## config.mk

```make
export PLATFORM = sky130hd
export DESIGN_NAME = conv_loop_top
export DESIGN_NICKNAME = d
export VERILOG_FILES = /design/src/source/conv_pkg.sv /design/src/source/channel_mac.sv /design/src/source/conv_loop_top.sv /design/src/source/fmap_loop_buffer.sv /design/src/source/fmap_ram.sv
export VERILOG_INCLUDE_DIRS = /design/src /design/src/source
export SDC_FILE = /design/constraint.sdc
export NUM_CORES = 1
export LEC_CHECK = 0
export BUFFER_PORTS_ARGS = -buffer_cell sky130_fd_sc_hd__buf_2
export CAP_MARGIN = 15
export CORE_MARGIN = 10
export CORE_UTILIZATION = 40
export CTS_BUF_LIST = sky130_fd_sc_hd__clkbuf_4
export CTS_CLUSTER_DIAMETER = 120
export DETAILED_ROUTE_END_ITERATION = 12
export HOLD_SLACK_MARGIN = 0.1
export PLACE_DENSITY = 0.66
export RECOVER_POWER = 50
export SYNTH_ARGS = -nofsm -noshare
export SYNTH_HDL_FRONTEND = slang
export SYNTH_SLANG_ARGS = --single-unit
```

## constraint.sdc

```tcl
create_clock -name clk -period 13.46 [get_ports clk]
set_clock_uncertainty 0.1 [all_clocks]
set_input_delay 0.673 -clock clk [delete_from_list [all_inputs] [get_ports clk]]
set_output_delay 0.673 -clock clk [all_outputs]
set_load 0.005 [all_outputs]
```

## src/source/conv_defines.svh

```systemverilog
`ifndef CONV_DEFINES_SVH
`define CONV_DEFINES_SVH

////////////////////////////////////////////////////////////////////////////
// Map geometry
////////////////////////////////////////////////////////////////////////////

// Side of the square map
`define IMAGE_WIDTH 4
`define IMAGE_SIZE (`IMAGE_WIDTH * `IMAGE_WIDTH)

`define CH_IN 4
`define CH_OUT 3

// Pixels held for one full frame
`define MAP_DEPTH (`CH_IN * `IMAGE_SIZE)

// Idle cycles between two replay passes
`define PASS_GAP 5

////////////////////////////////////////////////////////////////////////////
// Data widths
////////////////////////////////////////////////////////////////////////////

`define DATA_WIDTH 16
`define WEIGHT_WIDTH 8
`define ACC_WIDTH 32

`endif

```

## src/source/conv_pkg.sv

```systemverilog
`include "conv_defines.svh"

package conv_pkg;

	// Index widths where a single channel still needs one bit
	localparam int MAP_ADDR_W = $clog2(`MAP_DEPTH);
	localparam int WGT_ADDR_W = $clog2(`CH_OUT * `CH_IN);
	localparam int OCH_W = (`CH_OUT > 1) ? $clog2(`CH_OUT) : 1;
	localparam int ICH_W = (`CH_IN > 1) ? $clog2(`CH_IN) : 1;

	typedef logic signed [`DATA_WIDTH-1:0] pixel_t;
	typedef logic signed [`WEIGHT_WIDTH-1:0] weight_t;
	typedef logic signed [`ACC_WIDTH-1:0] acc_t;

	typedef logic [MAP_ADDR_W-1:0] map_addr_t;
	typedef logic [WGT_ADDR_W-1:0] wgt_addr_t;
	typedef logic [OCH_W-1:0] och_t;
	typedef logic [ICH_W-1:0] ich_t;

	// Loop buffer sequence
	typedef enum logic [1:0] {
		ST_LOAD,
		ST_REPLAY,
		ST_GAP,
		ST_DONE
	} replay_state_t;

endpackage

```

## src/source/channel_mac.sv

```systemverilog
`include "conv_defines.svh"

module channel_mac import conv_pkg::*; (
	input  logic      clk,
	input  logic      reset,
	input  logic      weight_we,
	input  wgt_addr_t weight_addr,
	input  weight_t   weight_data,
	input  pixel_t    pxl,
	input  logic      pxl_valid,
	input  och_t      och,
	input  ich_t      ich,
	input  logic      pass_last,
	output acc_t      result,
	output logic      result_valid,
	output och_t      result_och
);

	wgt_addr_t wgt_rd_addr;
	wgt_addr_t wgt_addr;
	logic [`WEIGHT_WIDTH-1:0] wgt_dout;
	weight_t wgt;

	// Pixel side delayed to meet the weight
	pixel_t pxl_d;
	logic valid_d;
	logic last_d;
	logic first_d;
	och_t och_d;
	logic in_pass;

	logic signed [`DATA_WIDTH+`WEIGHT_WIDTH-1:0] product;
	acc_t product_ext;
	acc_t acc;

	////////////////////////////////////////////////////////////////////////////
	// Weight store
	////////////////////////////////////////////////////////////////////////////

	assign wgt_rd_addr = wgt_addr_t'(och * `CH_IN + ich);
	assign wgt_addr = weight_we ? weight_addr : wgt_rd_addr;
	assign wgt = wgt_dout;

	fmap_ram #(
		.WIDTH(`WEIGHT_WIDTH),
		.DEPTH(`CH_OUT * `CH_IN)
	) u_weight_ram (
		.clk (clk),
		.we  (weight_we),
		.addr(wgt_addr),
		.din (weight_data),
		.dout(wgt_dout)
	);

	////////////////////////////////////////////////////////////////////////////
	// Multiply accumulate
	////////////////////////////////////////////////////////////////////////////

	assign product = pxl_d * wgt;
	assign product_ext = acc_t'(product);
	assign result = acc;

	always_ff @(posedge clk) begin
		if (reset) begin
			valid_d <= 1'b0;
			last_d <= 1'b0;
			first_d <= 1'b0;
			in_pass <= 1'b0;
			result_valid <= 1'b0;
		end
		else begin
			valid_d <= pxl_valid;
			last_d <= pxl_valid && pass_last;
			first_d <= pxl_valid && !in_pass;
			if (pxl_valid) begin
				in_pass <= !pass_last;
			end
			result_valid <= valid_d && last_d;
		end
	end

	// Sum wraps at ACC_WIDTH
	always_ff @(posedge clk) begin
		pxl_d <= pxl;
		och_d <= och;
		if (valid_d) begin
			acc <= first_d ? product_ext : acc + product_ext;
		end
		if (valid_d && last_d) begin
			result_och <= och_d;
		end
	end

endmodule

```

## src/source/conv_loop_top.sv

```systemverilog
module conv_loop_top import conv_pkg::*; (
	input  logic      clk,
	input  logic      reset,

	// Frame input
	input  logic      valid_in,
	input  pixel_t    pxl_in,

	// Weight write port
	input  logic      weight_we,
	input  wgt_addr_t weight_addr,
	input  weight_t   weight_data,

	// Replayed map
	output pixel_t    pxl_out,
	output logic      pxl_out_valid,

	// One result per output channel
	output acc_t      result,
	output logic      result_valid,
	output och_t      result_och,
	output logic      frame_done
);

	och_t och;
	ich_t ich;
	logic pass_last;

	////////////////////////////////////////////////////////////////////////////
	// Frame store and replay
	////////////////////////////////////////////////////////////////////////////

	fmap_loop_buffer u_loop_buffer (
		.clk       (clk),
		.reset     (reset),
		.valid_in  (valid_in),
		.pxl_in    (pxl_in),
		.pxl       (pxl_out),
		.pxl_valid (pxl_out_valid),
		.och       (och),
		.ich       (ich),
		.pass_last (pass_last),
		.frame_done(frame_done)
	);

	////////////////////////////////////////////////////////////////////////////
	// Dot product per output channel
	////////////////////////////////////////////////////////////////////////////

	channel_mac u_channel_mac (
		.clk         (clk),
		.reset       (reset),
		.weight_we   (weight_we),
		.weight_addr (weight_addr),
		.weight_data (weight_data),
		.pxl         (pxl_out),
		.pxl_valid   (pxl_out_valid),
		.och         (och),
		.ich         (ich),
		.pass_last   (pass_last),
		.result      (result),
		.result_valid(result_valid),
		.result_och  (result_och)
	);

endmodule

```

## src/source/fmap_loop_buffer.sv

```systemverilog
`include "conv_defines.svh"

module fmap_loop_buffer import conv_pkg::*; (
	input  logic   clk,
	input  logic   reset,
	input  logic   valid_in,
	input  pixel_t pxl_in,
	output pixel_t pxl,
	output logic   pxl_valid,
	output och_t   och,
	output ich_t   ich,
	output logic   pass_last,
	output logic   frame_done
);

	// Cycles in done before the pulse
	// 2 for RAM read and output register, 2 more in the MAC
	localparam int DONE_CYCLES = 4;
	localparam int WAIT_MAX = (`PASS_GAP > DONE_CYCLES) ? `PASS_GAP : DONE_CYCLES;
	localparam int WAIT_W = $clog2(WAIT_MAX + 1);

	replay_state_t state;
	map_addr_t addr_cnt;
	och_t pass_cnt;
	logic [WAIT_W-1:0] wait_cnt;

	logic ram_we;
	logic rd_issue;
	logic addr_end;
	logic [`DATA_WIDTH-1:0] ram_dout;

	// Control aligned with RAM read data
	logic rd_valid_q;
	logic rd_last_q;
	och_t och_q;
	ich_t ich_q;

	assign ram_we = (state == ST_LOAD) && valid_in;
	assign rd_issue = (state == ST_REPLAY);
	assign addr_end = (addr_cnt == map_addr_t'(`MAP_DEPTH - 1));

	////////////////////////////////////////////////////////////////////////////
	// Frame store
	////////////////////////////////////////////////////////////////////////////

	fmap_ram #(
		.WIDTH(`DATA_WIDTH),
		.DEPTH(`MAP_DEPTH)
	) u_pixel_ram (
		.clk (clk),
		.we  (ram_we),
		.addr(addr_cnt),
		.din (pxl_in),
		.dout(ram_dout)
	);

	////////////////////////////////////////////////////////////////////////////
	// Load / replay FSM
	////////////////////////////////////////////////////////////////////////////

	always_ff @(posedge clk) begin
		if (reset) begin
			state <= ST_LOAD;
			addr_cnt <= '0;
			pass_cnt <= '0;
			wait_cnt <= '0;
			frame_done <= 1'b0;
		end
		else begin
			frame_done <= 1'b0;
			case (state)
				ST_LOAD: begin
					if (valid_in) begin
						if (addr_end) begin
							addr_cnt <= '0;
							state <= ST_REPLAY;
						end
						else begin
							addr_cnt <= addr_cnt + 1'b1;
						end
					end
				end
				ST_REPLAY: begin
					if (addr_end) begin
						addr_cnt <= '0;
						wait_cnt <= '0;
						if (pass_cnt == och_t'(`CH_OUT - 1)) begin
							state <= ST_DONE;
						end
						else begin
							pass_cnt <= pass_cnt + 1'b1;
							state <= ST_GAP;
						end
					end
					else begin
						addr_cnt <= addr_cnt + 1'b1;
					end
				end
				ST_GAP: begin
					if (wait_cnt == WAIT_W'(`PASS_GAP - 1)) begin
						state <= ST_REPLAY;
					end
					else begin
						wait_cnt <= wait_cnt + 1'b1;
					end
				end
				ST_DONE: begin
					// Last result is out and the next frame may load
					if (wait_cnt == WAIT_W'(DONE_CYCLES - 1)) begin
						frame_done <= 1'b1;
						pass_cnt <= '0;
						state <= ST_LOAD;
					end
					else begin
						wait_cnt <= wait_cnt + 1'b1;
					end
				end
				default: state <= ST_LOAD;
			endcase
		end
	end

	////////////////////////////////////////////////////////////////////////////
	// Replay pipeline
	////////////////////////////////////////////////////////////////////////////

	always_ff @(posedge clk) begin
		if (reset) begin
			rd_valid_q <= 1'b0;
			rd_last_q <= 1'b0;
			pxl_valid <= 1'b0;
			pass_last <= 1'b0;
		end
		else begin
			rd_valid_q <= rd_issue;
			rd_last_q <= rd_issue && addr_end;
			pxl_valid <= rd_valid_q;
			pass_last <= rd_last_q;
		end
	end

	// Channel tags travel beside the pixel
	always_ff @(posedge clk) begin
		och_q <= pass_cnt;
		ich_q <= ich_t'(addr_cnt / `IMAGE_SIZE);
		pxl <= ram_dout;
		och <= och_q;
		ich <= ich_q;
	end

endmodule

```

## src/source/fmap_ram.sv

```systemverilog
module fmap_ram #(
	parameter int WIDTH = 16,
	parameter int DEPTH = 64
) (
	input  logic                     clk,
	input  logic                     we,
	input  logic [$clog2(DEPTH)-1:0] addr,
	input  logic [WIDTH-1:0]         din,
	output logic [WIDTH-1:0]         dout
);

	logic [WIDTH-1:0] mem [DEPTH];

	////////////////////////////////////////////////////////////////////////////
	// Single port, write first, one cycle read latency
	////////////////////////////////////////////////////////////////////////////

	always_ff @(posedge clk) begin
		if (we) begin
			mem[addr] <= din;
			// New data shows on the read port
			dout <= din;
		end
		else begin
			dout <= mem[addr];
		end
	end

endmodule

```

==> metrics.yaml, run 1 <==
status: "finished with violations"
violations: "capacitance limit, slew limit"
path_class: "flop to flop"
die_area_sq_um: 146000
wl_per_cell_microns: 23.2
holdCritStartpoint: "u_loop_buffer.och_q[0]"
place.gp.congestion: 0.867
fin_ws_ns: 4.35
dr_wl_met2_mm: 55.5
pin_count: 85
period_needed_ns: 9.11
grt_pass1_wl_mm: 175
crit_path_frequent_cell: "fa_1"
synth.area.top_cells: "edfxtp_1 (66%), mux4_2 (16%), fa_1 (4.0%), dfxtp_1 (2.8%), ha_1 (2.0%)"
root_buffer: "clkbuf_4"
rsz0062_at_grt: "false"
post_drt_via_cell_ratio: 5.24
antenna_left: 0
grt_overflow: 0
synth.avg_cell_area_sq_um: 19.5
ys_async_sr_fraction: 0
drc: 0
ys.warnings.count: 0
vias: 26526
dp_slack_ns: 4.33
top_layer: "met5"
ys_seq_elements: 1227
groute.usage.overall: 0.160
postCtsHoldBufs: 34
yosys.area.top_type_share: 0.663
ir_drop_uv: 427
insertion_delay_ns: 1.23
die_w_microns: 382
seq_area_frac_synth: 0.691
worst_pin_slew_ns: 3.25
antenna_found_initial: 11
syn2layout_area_growth_pct: 13.5
dp_hpwl_mm: 69.7
post_cts_resized: 0
grt_pass1_vias: 27953
fmax_ghz: 0.110
min_to: "u_loop_buffer.och[0]"
wl_mm: 117
syn_area_sq_um: 52300
yosysUniqueCellTypes: 64
dpl.cell_count: 4488
synth_edf_count: 1154
port_buffers: 84
slowest_delay_ns: 0.72
reg2reg_slack_ns: 4.35
grt_max_degree: 103
nNetsFinal: 3335
required_ns: 14.21
power_density_nw_per_um2: 254
r2r_cells: 33
crit_path_end_kind: "flop"
drt-met1-wl_mm: 49.2
slowest_stage: "dfxtp_1"
max-clock-path-buffers: 4
drive_gt1_frac: 0.310
cts_setup_buffers: 0
maxCapViolations: 16
cts_buffers: 322
dieHeight_microns: 382
maxSlewHeadroom: -1.16
crit_fanout: 16
crit_arrival_ns: 9.86
synth_nets: 2904
route.met3.wl_mm: 9.22
finalCritPeriodShare: 0.677
cts_max_level: 5
hold_depth: 0
setup_tns_ns: 0
nFillCells: 11108
cts_tree: "done"
placementRows: 132
yosysTopAreaCell: "edfxtp_1"
drt_first_iter_violations: 2285
p_leak_nw: 19.7
clock-sinks: 1227
r2r-end: "u_channel_mac.result[31]"
syn-instance-count: 2684
coreArea_sq_um: 130000
drtPass1Iterations: 9
hold_path.class: "flop to flop"
start_kind: "flop"
hold_viol: 0
report.final.slew_viol_count: 837
clkTransAtPathRegs_ns: 0.06
final_cells: 5059
setup_violations: 0
initial_core_util: 0.403
ys.flop_type: "edfxtp_1"
-- placed cells by master, fill, tap and decap left out, types with 8 or more instances in the layout --
cell type	count
edfxtp_1	1154
clkbuf_4	445
mux4_2	360
inv_1	150
nor2_1	128
fa_1	104
nor2b_1	89
ha_1	84
buf_4	80
dfxtp_1	68
buf_2	65
nand2_1	54
clkinv_1	49
a21oi_1	47
clkbuf_1	40
o21ai_0	37
dlygate4sd3_1	35
xor2_1	28
xnor2_1	28
nand2b_1	25
a21o_1	25
mux2i_1	18
nor3_1	15
and2_1	14
clkinv_2	14
nand3_1	13
a211oi_1	12
mux2_2	11
nor2_2	10
diode_2	8
-- metrics by stage --
| step | util | hold WS, ns | total power, mW | instance area [sq um] |
|---|---|---|---|---|
| floorplan | - | 0.210 | 10.7 | 52300 |
| global placement | 0.426 | 0.215 | 11.9 | 55200 |
| detailed placement | 0.426 | 0.214 | 12.0 | 55200 |
| CTS | 0.458 | 0.104 | 15.2 | 59300 |
| global route | 0.458 | 0.235 | 16.4 | 59300 |
| finish | 0.458 | 0.228 | 15.1 | 59300 |
-- state kept, by name (all words and copies together) (netlist names), 2 cells and up, named ones only --
register,cells
u_channel_mac.och_d,2
u_channel_mac.pxl_d,16
u_channel_mac.result,32
u_channel_mac.result_och,2
u_channel_mac.u_weight_ram.mem,96
u_loop_buffer.addr_cnt,6
u_loop_buffer.ich,2
u_loop_buffer.ich_q,2
u_loop_buffer.och,2
u_loop_buffer.och_q,2
u_loop_buffer.pass_cnt,2
u_loop_buffer.pxl,16
u_loop_buffer.state,2
u_loop_buffer.u_pixel_ram.mem,1024
u_loop_buffer.wait_cnt,3
-- critical path: cells and delay by family (launching register included) --
| kind | cells | cell delay (ns) |
|---|---|---|
| buffers and inverters | 5 | 1.01 |
| multiplexers | 2 | 0.75 |
| flip-flops | 1 | 0.72 |
| AO/OA/AOI/OAI | 11 | 2.18 |
| adder cells (fa/ha/maj) | 6 | 2.71 |
| AND/OR/NAND/NOR | 6 | 0.67 |
| XOR/XNOR | 3 | 0.63 |
-- Yosys cell counts (all sizes together) (6+ instances only) --
library cell	number
edfxtp	1154
mux4	360
inv	150
nor2	138
fa	104
nor2b	90
ha	84
clkbuf	76
dfxtp	73
nand2	54
a21oi	48
o21ai	42
buf	40
xor2	29
xnor2	28
a21o	26
nand2b	25
mux2i	18
nor3	16
and2	15
a211oi	14
nand3	13
mux2	12
a31oi	7
nand3b	7
nand4	6
-- logic make-up after synthesis --
kind of cell | after synthesis | synth area share
XOR/XNOR | 57 | 0.00991
AND/OR/NAND/NOR | 390 | 0.0376
flip-flops | 1227 | 0.691
buffers and inverters | 266 | 0.0200
adder cells (fa/ha/maj) | 188 | 0.0599
AO/OA/AOI/OAI | 166 | 0.0205
multiplexers | 390 | 0.161
-- area by class of cell --
class	count	area, sq um	area share
clock inverter	74	479	0.00808
clock buffer	444	3330	0.0562
inverter	150	563	0.00949
multi-input combinational	1191	15200	0.255
timing repair buffer	223	1470	0.0248
antenna	8	20.0	0.000337
sequential	1227	36100	0.609
tap	1742	2180	0.0367
-- routing by layer --
layer  track usage  vias to the layer above
met5       0.00694                        -
met3        0.0490                      178
li1              -                    11653
met1         0.207                    13769
met2         0.251                      920
met4        0.0595                        6
-- report_power, final --
group | switching [mW] | total, mW | leakage, nW | internal [mW]
logic | 4.07 | 7.38 | 6.40 | 3.31
clock network | 1.44 | 3.08 | 2.29 | 1.64
registers | 0.0583 | 4.63 | 11.0 | 4.57
total | 5.57 | 15.1 | 19.7 | 9.53
-- how the worst max path moves through the flow --
stage,startpoint,endpoint,slack (ns)
final,flop,u_channel_mac.result[31],4.35
after CTS,flop,u_channel_mac.result[31],4.25
after floorplan,flop,u_channel_mac.result[31],5.18
after detailed placement,flop,u_channel_mac.result[31],4.33
after global placement,flop,u_channel_mac.result[31],4.43
after global routing,flop,u_channel_mac.result[31],3.62
(Power assumes the default switching activity.)
==> run 2: changes to the inputs <==
clock period = 9.1 ns   (was 13.46 ns; I/O delays follow)
==> metrics.yaml, run 2 (synthesis gave the netlist of run 1 again) <==
hold_ws_ns: 0.237
nNetsFinal: 3368
crit_fanout: 16
start_kind: "flop"
maxCapViolations: 16
placementRows: 132
fmax_ghz: 0.118
setup_tns_ns: 0
port_buffers: 84
grt_pass1_vias: 28039
crit_path_end_kind: "flop"
drtPass1Iterations: 5
p_leak_nw: 19.8
grt_max_degree: 126
crit_path_frequent_cell: "fa_1"
violations: "capacitance limit, slew limit"
largest_reg_flops: 1024
dp_hpwl_mm: 70.5
drc: 0
groute.usage.overall: 0.162
place.gp.congestion: 0.836
report.final.slew_viol_count: 801
cts_tree: "done"
initial_core_util: 0.403
required_ns: 9.88
hold_path.class: "flop to flop"
mostFrequentLayoutCell: "edfxtp_1"
worst_pin_slew_ns: 3.09
die_area_sq_um: 146000
drive_gt1_frac: 0.314
slowest_stage: "mux4_2"
antenna_found_initial: 8
dpl_cell_area_sq_um: 55200
slowest_delay_ns: 0.54
final_cell_mix: "edfxtp_1 (1154), clkbuf_4 (467), mux4_2 (360)"
cts_buffers: 323
nFillCells: 11071
grt_overflow: 0
coreArea_sq_um: 130000
root_buffer: "clkbuf_4"
regMostFlops: "u_loop_buffer.u_pixel_ram.mem"
wl_mm: 119
maxSlewHeadroom: -1.06
insertion_delay_ns: 1.24
vias: 26956
post_drt_via_cell_ratio: 5.28
wl_per_cell_microns: 23.3
power_density_nw_per_um2: 381
crit_arrival_ns: 9.28
finalCritPeriodShare: 0.934
grt_pass1_wl_mm: 178
path_class: "flop to flop"
antenna_left: 0
hold_viol: 0
pin_count: 85
setup_violations: 0
max-clock-path-buffers: 4
dieHeight_microns: 382
rsz0062_at_grt: "false"
period_needed_ns: 8.50
finalInstanceArea_sq_um: 59600
ir_drop_uv: 676
syn2layout_area_growth_pct: 14.1
cts_max_level: 5
die_w_microns: 382
clock-sinks: 1227
status: "finished with violations"
clkTransAtPathRegs_ns: 0.06
drt_first_iter_violations: 2524
## run 2: changes by cell type in the layout (fill, tap and decap cells not counted), moves of 2 or more
cell | before | now
buf_4 | 80 | 95
bufinv_16 | 7 | 2
clkbuf_1 | 40 | 37
clkbuf_4 | 445 | 467
clkinv_1 | 49 | 46
clkinv_2 | 14 | 3
clkinvlp_4 | 0 | 2
diode_2 | 8 | 13
dlygate4sd3_1 | 35 | 55
## run 2: layout make-up
type,instances,area (sq um),area share
Antenna cell,13,32.5,0.000546
Clock buffer,467,3510,0.0588
Clock inverter,56,270,0.00453
Inverter,150,567,0.00951
Multi-Input combinational cell,1191,15200,0.254
Sequential cell,1227,36100,0.606
Tap cell,1742,2180,0.0366
Timing Repair Buffer,255,1790,0.0300
## run 2: worst paths after layout
kind,startpoint,to,slack [ns],depth (start not counted)
setup / recovery,flop,u_channel_mac.result[31],0.60,33
setup reg to reg,flop,u_channel_mac.result[31],0.60,33
hold / removal,u_loop_buffer.och_q[1],u_loop_buffer.och[1],0.24,0
hold reg to reg,u_loop_buffer.och_q[1],u_loop_buffer.och[1],0.24,0
## run 2: what timing repair did
action | in CTS | in global routing
setup endpoints to repair | 0 | 3
buffers inserted | 0 | 8
hold buffers | 53 | 2
hold endpoints to repair | 1316 | 18
gates resized for setup | 0 | 2
## run 2: worst max-delay path: cells and delay by family, from the launching register on
family / cells / cell delay (ns)
xor gates and xnor gates: 3 / 0.59
buffers and inverters: 5 / 0.82
AOI/OAI and AO/OA: 11 / 2.23
DFF: 1 / 0.33
adders and majority gates: 6 / 2.67
muxes: 2 / 0.78
and+or+nand+nor: 6 / 0.68
## run 2: metrics by stage
step                setup WS (ns)  total power, mW   util  std cells
floorplan                   0.819             15.8      -       2684
global placement            0.652             17.8  0.426       4489
detailed placement          0.453             17.9  0.426       4489
CTS                         0.406             22.5  0.459       5065
global route                0.150             24.6  0.460       5096
finish                      0.605             22.7  0.460       5101
## run 2: routing by layer
metal / share of wire / GRT usage / up-vias / wire length [microns]
li1: - / - / 11742 / -
met1: 0.43 / 0.221 / 14050 / 50500
met5: 0.00011 / 0 / - / 13
met3: 0.072 / 0.0370 / 173 / 8580
met2: 0.48 / 0.257 / 989 / 57300
met4: 0.020 / 0.0530 / 2 / 2320
## run 2: power breakdown
| group | total, mW | switching [mW] | internal (mW) | leakage, nW |
|---|---|---|---|---|
| combinational | 11.4 | 6.17 | 5.22 | 6.55 |
| clock | 4.49 | 2.11 | 2.38 | 2.28 |
| sequential | 6.86 | 0.0885 | 6.77 | 11.0 |
